### src/design/cl_glue_pkg.sv
// ------------------------------------------------
// Shared types and defaults for the shell glue logic
// Imported by every RTL block of the design
// ------------------------------------------------

package cl_glue_pkg;

   // ------------------------------------------------
   // Defaults, overridden through top level parameters
   // ------------------------------------------------
   localparam int NUM_DDR         = 4;      // DDR channels A, B, C, D
   localparam int DEF_STAT_STAGES = 8;      // Stats pipe depth across the die

   // PCIe IDs, upper half device/subsystem, lower half vendor
   localparam logic [31:0] DEF_CL_ID0 = 32'h0F00_1234;
   localparam logic [31:0] DEF_CL_ID1 = 32'h0001_1234;

   // ------------------------------------------------
   // DDR statistics bus
   // ------------------------------------------------
   typedef struct packed {
      logic        wr;                      // Stats register write
      logic        rd;                      // Stats register read
      logic [7:0]  addr;                    // Stats register address
      logic [31:0] wdata;
   } stat_req_t;                            // 42 bits

   typedef struct packed {
      logic        ack;                     // Access done
      logic [7:0]  int_vec;                 // Interrupt vector from controller
      logic [31:0] rdata;
   } stat_rsp_t;                            // 41 bits

   // Result of the status synchronizer
   typedef struct packed {
      logic [NUM_DDR-1:0] ddr_ready;        // Bit 0 is channel A
      logic               flr_pending;      // Registered FLR assert
      logic [15:0]        flr_count;        // FLR requests seen, saturating
   } status_t;                              // 21 bits

   // ------------------------------------------------
   // OCL port encodings
   // ------------------------------------------------
   typedef enum logic [1:0] {
      resp_okay   = 2'b00,
      resp_slverr = 2'b10
   } axi_resp_e;

   typedef enum logic [7:0] {
      reg_id0       = 8'h00,
      reg_id1       = 8'h04,
      reg_status    = 8'h08,
      reg_flr_count = 8'h0C,
      reg_stat_acks = 8'h10,
      reg_scratch   = 8'h14
   } reg_addr_e;

endpackage

### src/design/status_sync.sv
// ------------------------------------------------
// FLR handshake with the shell and DDR ready sync
// Result goes to the OCL register block as status_t
// ------------------------------------------------
`timescale 1ns/10ps

module status_sync import cl_glue_pkg::*;
(
   input  logic               clk_main_a0,
   input  logic               sync_rst_n,
   input  logic               sh_cl_flr_assert,
   output logic               cl_sh_flr_done,
   input  logic [NUM_DDR-1:0] ddr_is_ready,
   output status_t            status
);

   logic               flr_q;               // Sampled FLR request
   logic               flr_qq;              // For edge detect
   logic [15:0]        flr_count;
   logic [NUM_DDR-1:0] ddr_meta;            // First sync stage
   logic [NUM_DDR-1:0] ddr_sync;            // Second sync stage

   // ------------------------------------------------
   // FLR acknowledge and request counter
   // ------------------------------------------------
   always_ff @(posedge clk_main_a0 or negedge sync_rst_n)
   begin
      if (!sync_rst_n)
      begin
         flr_q          <= 1'b0;
         flr_qq         <= 1'b0;
         cl_sh_flr_done <= 1'b0;
         flr_count      <= '0;
      end
      else
      begin
         flr_q  <= sh_cl_flr_assert;
         flr_qq <= flr_q;
         // Done rises two clocks after the shell raises assert, then toggles
         cl_sh_flr_done <= flr_q && !cl_sh_flr_done;
         if (flr_q && !flr_qq && (flr_count != 16'hFFFF))
            flr_count <= flr_count + 16'd1;  // One per new request, saturates
      end
   end

   // ------------------------------------------------
   // DDR ready, two flop synchronizer
   // ------------------------------------------------
   always_ff @(posedge clk_main_a0 or negedge sync_rst_n)
   begin
      if (!sync_rst_n)
      begin
         ddr_meta <= '0;
         ddr_sync <= '0;
      end
      else
      begin
         ddr_meta <= ddr_is_ready;
         ddr_sync <= ddr_meta;
      end
   end

   assign status.ddr_ready   = ddr_sync;
   assign status.flr_pending = flr_q;
   assign status.flr_count   = flr_count;

endmodule

### src/design/stat_pipe.sv
// ------------------------------------------------
// Register pipelines for DDR stats across the die
// Requests go out and responses come back, equal depth
// ------------------------------------------------
`timescale 1ns/10ps

module stat_pipe import cl_glue_pkg::*;
#(
   parameter int STAT_STAGES = DEF_STAT_STAGES   // Depth each way, at least 1
)
(
   input  logic        clk_main_a0,
   input  logic        sync_rst_n,
   input  stat_req_t   stat_req,                 // From shell
   output stat_req_t   stat_req_q,               // Toward DDR controller
   input  stat_rsp_t   stat_rsp,                 // From DDR controller
   output stat_rsp_t   stat_rsp_q,               // Back to shell
   output logic [15:0] stat_ack_count
);

   stat_req_t req_stage [STAT_STAGES];
   stat_rsp_t rsp_stage [STAT_STAGES];

   // ------------------------------------------------
   // Delay chains, both directions share one stage body
   // ------------------------------------------------
   for (genvar i = 0; i < STAT_STAGES; i++)
   begin : g_stage
      stat_req_t req_prev;
      stat_rsp_t rsp_prev;

      if (i == 0)
      begin : g_first
         assign req_prev = stat_req;             // Head of chain
         assign rsp_prev = stat_rsp;
      end
      else
      begin : g_next
         assign req_prev = req_stage[i-1];
         assign rsp_prev = rsp_stage[i-1];
      end

      // Whole stage cleared so no stray wr, rd or ack after reset
      always_ff @(posedge clk_main_a0 or negedge sync_rst_n)
      begin
         if (!sync_rst_n)
         begin
            req_stage[i] <= '0;
            rsp_stage[i] <= '0;
         end
         else
         begin
            req_stage[i] <= req_prev;
            rsp_stage[i] <= rsp_prev;
         end
      end
   end

   assign stat_req_q = req_stage[STAT_STAGES-1];
   assign stat_rsp_q = rsp_stage[STAT_STAGES-1];

   // Acks leaving on the shell side
   always_ff @(posedge clk_main_a0 or negedge sync_rst_n)
   begin
      if (!sync_rst_n)
         stat_ack_count <= '0;
      else if (stat_rsp_q.ack && (stat_ack_count != 16'hFFFF))
         stat_ack_count <= stat_ack_count + 16'd1;   // Saturates
   end

endmodule

### src/design/ocl_regs.sv
// ------------------------------------------------
// OCL AXI4-Lite register slave, one access per side
// Reports IDs, status and counts, holds a scratch word
// ------------------------------------------------
`timescale 1ns/10ps

module ocl_regs import cl_glue_pkg::*;
#(
   parameter logic [31:0] CL_ID0 = DEF_CL_ID0,
   parameter logic [31:0] CL_ID1 = DEF_CL_ID1
)
(
   input  logic        clk_main_a0,
   input  logic        sync_rst_n,
   // Write address and data
   input  logic        awvalid,
   input  logic [31:0] awaddr,
   output logic        awready,
   input  logic        wvalid,
   input  logic [31:0] wdata,
   input  logic [3:0]  wstrb,
   output logic        wready,
   // Write response
   output logic        bvalid,
   output axi_resp_e   bresp,
   input  logic        bready,
   // Read address and data
   input  logic        arvalid,
   input  logic [31:0] araddr,
   output logic        arready,
   output logic        rvalid,
   output logic [31:0] rdata,
   output axi_resp_e   rresp,
   input  logic        rready,
   // Register sources
   input  status_t     status,
   input  logic [15:0] stat_ack_count
);

   logic        wr_accept;
   logic        rd_accept;
   reg_addr_e   wr_addr;
   reg_addr_e   rd_addr;
   logic [31:0] scratch;
   logic [31:0] scratch_nxt;
   axi_resp_e   wr_resp_nxt;
   logic [31:0] rd_data_nxt;
   axi_resp_e   rd_resp_nxt;

   // ------------------------------------------------
   // Handshakes, pending response blocks its own side
   // ------------------------------------------------
   assign wr_accept = awvalid && wvalid && !bvalid;
   assign awready   = wr_accept;                 // aw and w taken together
   assign wready    = wr_accept;
   assign rd_accept = arvalid && !rvalid;
   assign arready   = rd_accept;

   // Offsets within the 256 byte window
   assign wr_addr = reg_addr_e'(awaddr[7:0]);
   assign rd_addr = reg_addr_e'(araddr[7:0]);

   // Write decode, only scratch is writable
   always_comb
   begin
      scratch_nxt = scratch;
      wr_resp_nxt = resp_slverr;
      if (wr_addr == reg_scratch)
      begin
         wr_resp_nxt = resp_okay;
         for (int b = 0; b < 4; b++)
            if (wstrb[b])
               scratch_nxt[8*b +: 8] = wdata[8*b +: 8];  // Byte merge
      end
   end

   // Read mux
   always_comb
   begin
      rd_data_nxt = '0;
      rd_resp_nxt = resp_okay;
      case (rd_addr)
         reg_id0       : rd_data_nxt = CL_ID0;
         reg_id1       : rd_data_nxt = CL_ID1;
         reg_status    :
         begin
            rd_data_nxt[NUM_DDR-1:0] = status.ddr_ready;  // Bits 3:0
            rd_data_nxt[8]           = status.flr_pending;
         end
         reg_flr_count : rd_data_nxt[15:0] = status.flr_count;
         reg_stat_acks : rd_data_nxt[15:0] = stat_ack_count;
         reg_scratch   : rd_data_nxt = scratch;
         default       : rd_resp_nxt = resp_slverr;      // Zero data
      endcase
   end

   // ------------------------------------------------
   // Control state
   // ------------------------------------------------
   always_ff @(posedge clk_main_a0 or negedge sync_rst_n)
   begin
      if (!sync_rst_n)
      begin
         bvalid  <= 1'b0;
         rvalid  <= 1'b0;
         scratch <= '0;
      end
      else
      begin
         if (wr_accept)
         begin
            bvalid  <= 1'b1;
            scratch <= scratch_nxt;              // Unchanged on slverr
         end
         else if (bready)
            bvalid <= 1'b0;                      // Held until taken
         if (rd_accept)
            rvalid <= 1'b1;
         else if (rready)
            rvalid <= 1'b0;
      end
   end

   // Response payload, qualified by bvalid and rvalid
   always_ff @(posedge clk_main_a0)
   begin
      if (wr_accept)
         bresp <= wr_resp_nxt;
      if (rd_accept)
      begin
         rdata <= rd_data_nxt;
         rresp <= rd_resp_nxt;
      end
   end

endmodule

### src/design/cl_glue_top.sv
// ------------------------------------------------
// Glue between shell and custom logic, one clock
// Sets the depth and ID parameters for the blocks below
// ------------------------------------------------
`timescale 1ns/10ps

module cl_glue_top import cl_glue_pkg::*;
#(
   parameter int          STAT_STAGES = DEF_STAT_STAGES,
   parameter logic [31:0] CL_ID0      = DEF_CL_ID0,
   parameter logic [31:0] CL_ID1      = DEF_CL_ID1
)
(
   input  logic               clk_main_a0,
   input  logic               sync_rst_n,
   // FLR
   input  logic               sh_cl_flr_assert,
   output logic               cl_sh_flr_done,
   // DDR ready, channel A in bit 0
   input  logic [NUM_DDR-1:0] ddr_is_ready,
   // DDR stats
   input  stat_req_t          stat_req,
   output stat_rsp_t          stat_rsp_q,
   output stat_req_t          stat_req_q,
   input  stat_rsp_t          stat_rsp,
   // OCL AXI4-Lite slave
   input  logic               awvalid,
   input  logic [31:0]        awaddr,
   output logic               awready,
   input  logic               wvalid,
   input  logic [31:0]        wdata,
   input  logic [3:0]         wstrb,
   output logic               wready,
   output logic               bvalid,
   output logic [1:0]         bresp,
   input  logic               bready,
   input  logic               arvalid,
   input  logic [31:0]        araddr,
   output logic               arready,
   output logic               rvalid,
   output logic [31:0]        rdata,
   output logic [1:0]         rresp,
   input  logic               rready
);

   status_t     status;                      // Sync result to regs
   logic [15:0] stat_ack_count;              // Pipe result to regs

   status_sync status_sync_i (
      .clk_main_a0      (clk_main_a0),
      .sync_rst_n       (sync_rst_n),
      .sh_cl_flr_assert (sh_cl_flr_assert),
      .cl_sh_flr_done   (cl_sh_flr_done),
      .ddr_is_ready     (ddr_is_ready),
      .status           (status)
   );

   stat_pipe #(.STAT_STAGES(STAT_STAGES)) stat_pipe_i (
      .clk_main_a0    (clk_main_a0),
      .sync_rst_n     (sync_rst_n),
      .stat_req       (stat_req),
      .stat_req_q     (stat_req_q),
      .stat_rsp       (stat_rsp),
      .stat_rsp_q     (stat_rsp_q),
      .stat_ack_count (stat_ack_count)
   );

   ocl_regs #(.CL_ID0(CL_ID0), .CL_ID1(CL_ID1)) ocl_regs_i (
      .clk_main_a0    (clk_main_a0),
      .sync_rst_n     (sync_rst_n),
      .awvalid        (awvalid),
      .awaddr         (awaddr),
      .awready        (awready),
      .wvalid         (wvalid),
      .wdata          (wdata),
      .wstrb          (wstrb),
      .wready         (wready),
      .bvalid         (bvalid),
      .bresp          (bresp),
      .bready         (bready),
      .arvalid        (arvalid),
      .araddr         (araddr),
      .arready        (arready),
      .rvalid         (rvalid),
      .rdata          (rdata),
      .rresp          (rresp),
      .rready         (rready),
      .status         (status),
      .stat_ack_count (stat_ack_count)
   );

endmodule

### config.mk
export PLATFORM = sky130hd
export DESIGN_NAME = cl_glue_top
export DESIGN_NICKNAME = d
export VERILOG_FILES = /design/src/design/cl_glue_pkg.sv /design/src/design/status_sync.sv /design/src/design/stat_pipe.sv /design/src/design/ocl_regs.sv /design/src/design/cl_glue_top.sv
export SDC_FILE = /design/constraint.sdc
export NUM_CORES = 1
export LEC_CHECK = 0
export BUFFER_PORTS_ARGS = -buffer_cell sky130_fd_sc_hd__buf_2
export CAP_MARGIN = 0
export CORE_MARGIN = 3
export CORE_UTILIZATION = 35
export CTS_BUF_LIST = sky130_fd_sc_hd__clkbuf_16
export CTS_CLUSTER_SIZE = 40
export DETAILED_ROUTE_END_ITERATION = 10
export GPL_TIMING_DRIVEN = 0
export PLACE_DENSITY = 0.56
export SETUP_SLACK_MARGIN = 0.02
export SKIP_CTS_REPAIR_TIMING = 1
export SLEW_MARGIN = 20
export SYNTH_ARGS = -nofsm -noshare
export SYNTH_HDL_FRONTEND = slang
export SYNTH_SLANG_ARGS = --single-unit
### constraint.sdc
create_clock -name clk_main_a0 -period 3.4 [get_ports clk_main_a0]
set_clock_uncertainty 0.1 [all_clocks]
set_input_delay 0.17 -clock clk_main_a0 [delete_from_list [all_inputs] [get_ports clk_main_a0]]
set_output_delay 0.17 -clock clk_main_a0 [all_outputs]
set_load 0.02 [all_outputs]
==> metrics.txt <==
reg2reg setup slack 1.26 ns; CTS root buffer clkbuf_16; Synth cell types 50; hold_ws -0.00629 ns; P&R area growth vs syn 31.9%; sequential share of power 0.523; Total Routing Usage GR 0.108; worst hold path endpoint ocl_regs_i.scratch[16]; failing checks negative hold slack; WP data required 3.79 ns; Internal 0.0149 W; Starting DRT DRC Count 552; Cell Pwr Density 679 nW/µm²; # rows 89; fmax 365 MHz; H-tree Lvls 3; gpl congestion 0.785; NetSw 0.00424 W; FF-to-FF Start ocl_regs_i.bvalid; Vias 9840; Pwr Total 0.0191 W; grt ovf 0; Most used DFF post-synth dfrtp_1; max-slew violation count 0; synthesized area per cell 20.9 µm²; sequential area share after synthesis 0.916; die height 253 µm; CP startpoint kind primary input; Via-to-Cell Ratio 4.13; post-synthesis register bit count 775; antenna violations before repair 3; Final #Nets 1744; maximum buffer depth of the clock tree 3; post-route insts no fill 2385; worst hold stages 3; Comb power frac 0.043; Synth warnings 0; critical path arrival 3.13 ns; post-detailed-route wirelength per cell 14.9 µm; Final Critical Period 2.74 ns; CP endpoint kind register; share of cells above drive strength 1 0.280; RSZ-0062 raised after global routing no; async set or reset register ratio after synthesis 0.956; CORE AREA 59700 µm²; Total Wirelength 35400 µm; number of synthesized flops with an enable pin 34; Reg clk slew, reported paths 0.06 ns; Cells after Synth 1020; Worst Path Max Fanout 8; Static Leak 13.1 nW; io pins 320; post-route ant nets 0; pin count of the biggest net entering global routing 100; Hold Vio Cnt, Final 1; first-pass GRT wire length 53800 µm; vias in the first global route 10000; Worst-Margin Slew 0.669 ns; TritonCTS clock tree yes; Num CTS Buffers 80; CP startpoint awaddr[3]; die area 64000 µm²; Worst Reg-to-Reg Cells 6; status finished, violations left; mapped cell area 21400 µm²; worst vdd ir 0.514 mV; fin crit share 0.806; Hold Crit Class primary input to register; clock sink total 775; IO Port Bufs 268; Die Width 253 µm; Detailed Routing Iterations Pass 1 4; clock network power share 0.434; Net Sw Frac 0.222; DRC errors left 0; Starting Density 0.358; crit path kind primary input to register; Reg2Reg Capture Point ocl_regs_i.scratch[4]; MaxCap Viol Count 0; Skew-Pair Late Insertion Delay 0.61 ns; placed insts 2070; dpl hpwl 21000 µm; Max-slew headroom 0.554; min-delay src wstrb[2]; Setup Viol. Count Final 0
## kinds of logic after synthesis
family          Yosys count  share of synthesized area
flops                   775                      0.916
compound gates           52                     0.0172
mux                      42                     0.0218
simple gates            101                     0.0300
buf+inv                  26                    0.00545
other cells               1                   0.000176
fa+ha+maj                 2                    0.00117
xor+xnor                 21                    0.00861
## synth_stat cells, drive strengths merged, types with 2 or more instances
cell	n	area [µm²]
and3	5	31.3
mux2	37	417
nor4	5	58.8
buf	9	51.3
nor4b	2	17.5
nand3	12	65.1
xor2	7	61.3
mux2i	5	50.1
o22ai	8	50.1
edfxtp	34	1020
clkbuf	3	12.5
o21ai	6	30.0
a21o	4	30.0
a21oi	6	30.0
nor2b	4	25.0
and2	13	81.3
nor3b	3	37.5
inv	14	52.6
a22oi	9	67.6
a222oi	7	70.1
ha	2	25.0
xnor2	14	123
dfrtp	741	18500
a21boi	4	30.0
nand4	13	87.6
a31oi	6	43.8
nor2	10	52.6
nor3	7	40.0
nand2	21	91.3
## metrics by stage
| step | worst slack [ns] | util | setup TNS (ns) | hold slack (ns) | instance area (µm²) |
|---|---|---|---|---|---|
| after global routing | 0.437 | 0.472 | 0 | -0.00123 | 28200 |
| after detailed placement | 0.675 | 0.401 | 0 | 0.123 | 23900 |
| after CTS | 1.25 | 0.444 | 0 | -0.554 | 26500 |
| final | 0.661 | 0.472 | 0 | -0.00629 | 28200 |
| after floorplan | 0.625 | - | 0 | -0.226 | 21400 |
| after global placement | -12.90 | 0.397 | -9436.50 | 0.178 | 23700 |
## worst max-delay path, cell delays in order
cell and delay [ns]:
dlygate4sd3_1 0.54, buf_2 0.12, nor4b_1 0.28, dlygate4sd3_1 0.59, nand2_1 0.10, nor2_4 0.21, nand2_2 0.21, mux2_2 0.33
dlygate4sd3_1 0.57
## final cells by class
type,instances,area (µm²)
clock buffer,81,2030
sequential,775,19600
tap,773,967
inverter,14,52.6
buffer,12,63.8
timing repair buffer,444,3250
antenna,4,10.0
multi-input combinational,220,1700
clock inverter,62,549
fill,5026,31500
## power groups by stage
stage | logic [W] | registers (W) | clock network, W
after detailed placement | 0.000708 | 0.0102 | 0
final | 0.000821 | 0.0100 | 0.00831
after CTS | 0.000713 | 0.0100 | 0.00867
after global routing | 0.000912 | 0.0101 | 0.00903
after global placement | 0.000650 | 0.0102 | 0
after floorplan | 0.000174 | 0.0102 | 0
## how the worst max path moves through the flow
stage,cells after the start,endpoint,slack [ns]
finish,9,ocl_regs_i.scratch[4],0.66
global route,6,stat_pipe_i.stat_rsp_q[23],0.44
CTS,3,arready,1.25
detailed placement,5,stat_pipe_i.stat_rsp_q[23],0.68
global placement,1,stat_pipe_i.stat_rsp_q[21],-12.90
floorplan,1,ocl_regs_i.rdata[0],0.62
## layout by cell type, fill, tap and decap left out, drive strengths merged, types with 8 or more instances in the layout
cell type	n
dfrtp	741
buf	285
dlygate4sd3	168
clkbuf	84
clkinv	44
mux2	37
edfxtp	34
inv	25
nand2	21
xnor2	14
and2	13
nand4	13
nand3	12
nor2	10
a22oi	9
o22ai	8
## sequential cells by signal, indices dropped and copies added, names as in the netlist, 4 cells and up
register / flops
stat_pipe_i.stat_req_q: 42
stat_pipe_i.stat_rsp_q: 41
stat_pipe_i.g_stage.rsp_prev: 287
stat_pipe_i.g_stage.req_prev: 294
status_sync_i.flr_count: 16
stat_pipe_i.stat_ack_count: 16
status_sync_i.ddr_meta: 4
status_sync_i.ddr_sync: 4
ocl_regs_i.rdata: 32
ocl_regs_i.scratch: 32
## per-layer routing
| metal | share of wire | track usage |
|---|---|---|
| met1 | 0.42 | 0.134 |
| met2 | 0.49 | 0.170 |
| met3 | 0.059 | 0.0354 |
| met4 | 0.034 | 0.0557 |
| met5 | 0 | 0 |
Power figures use the tool's default switching activity.
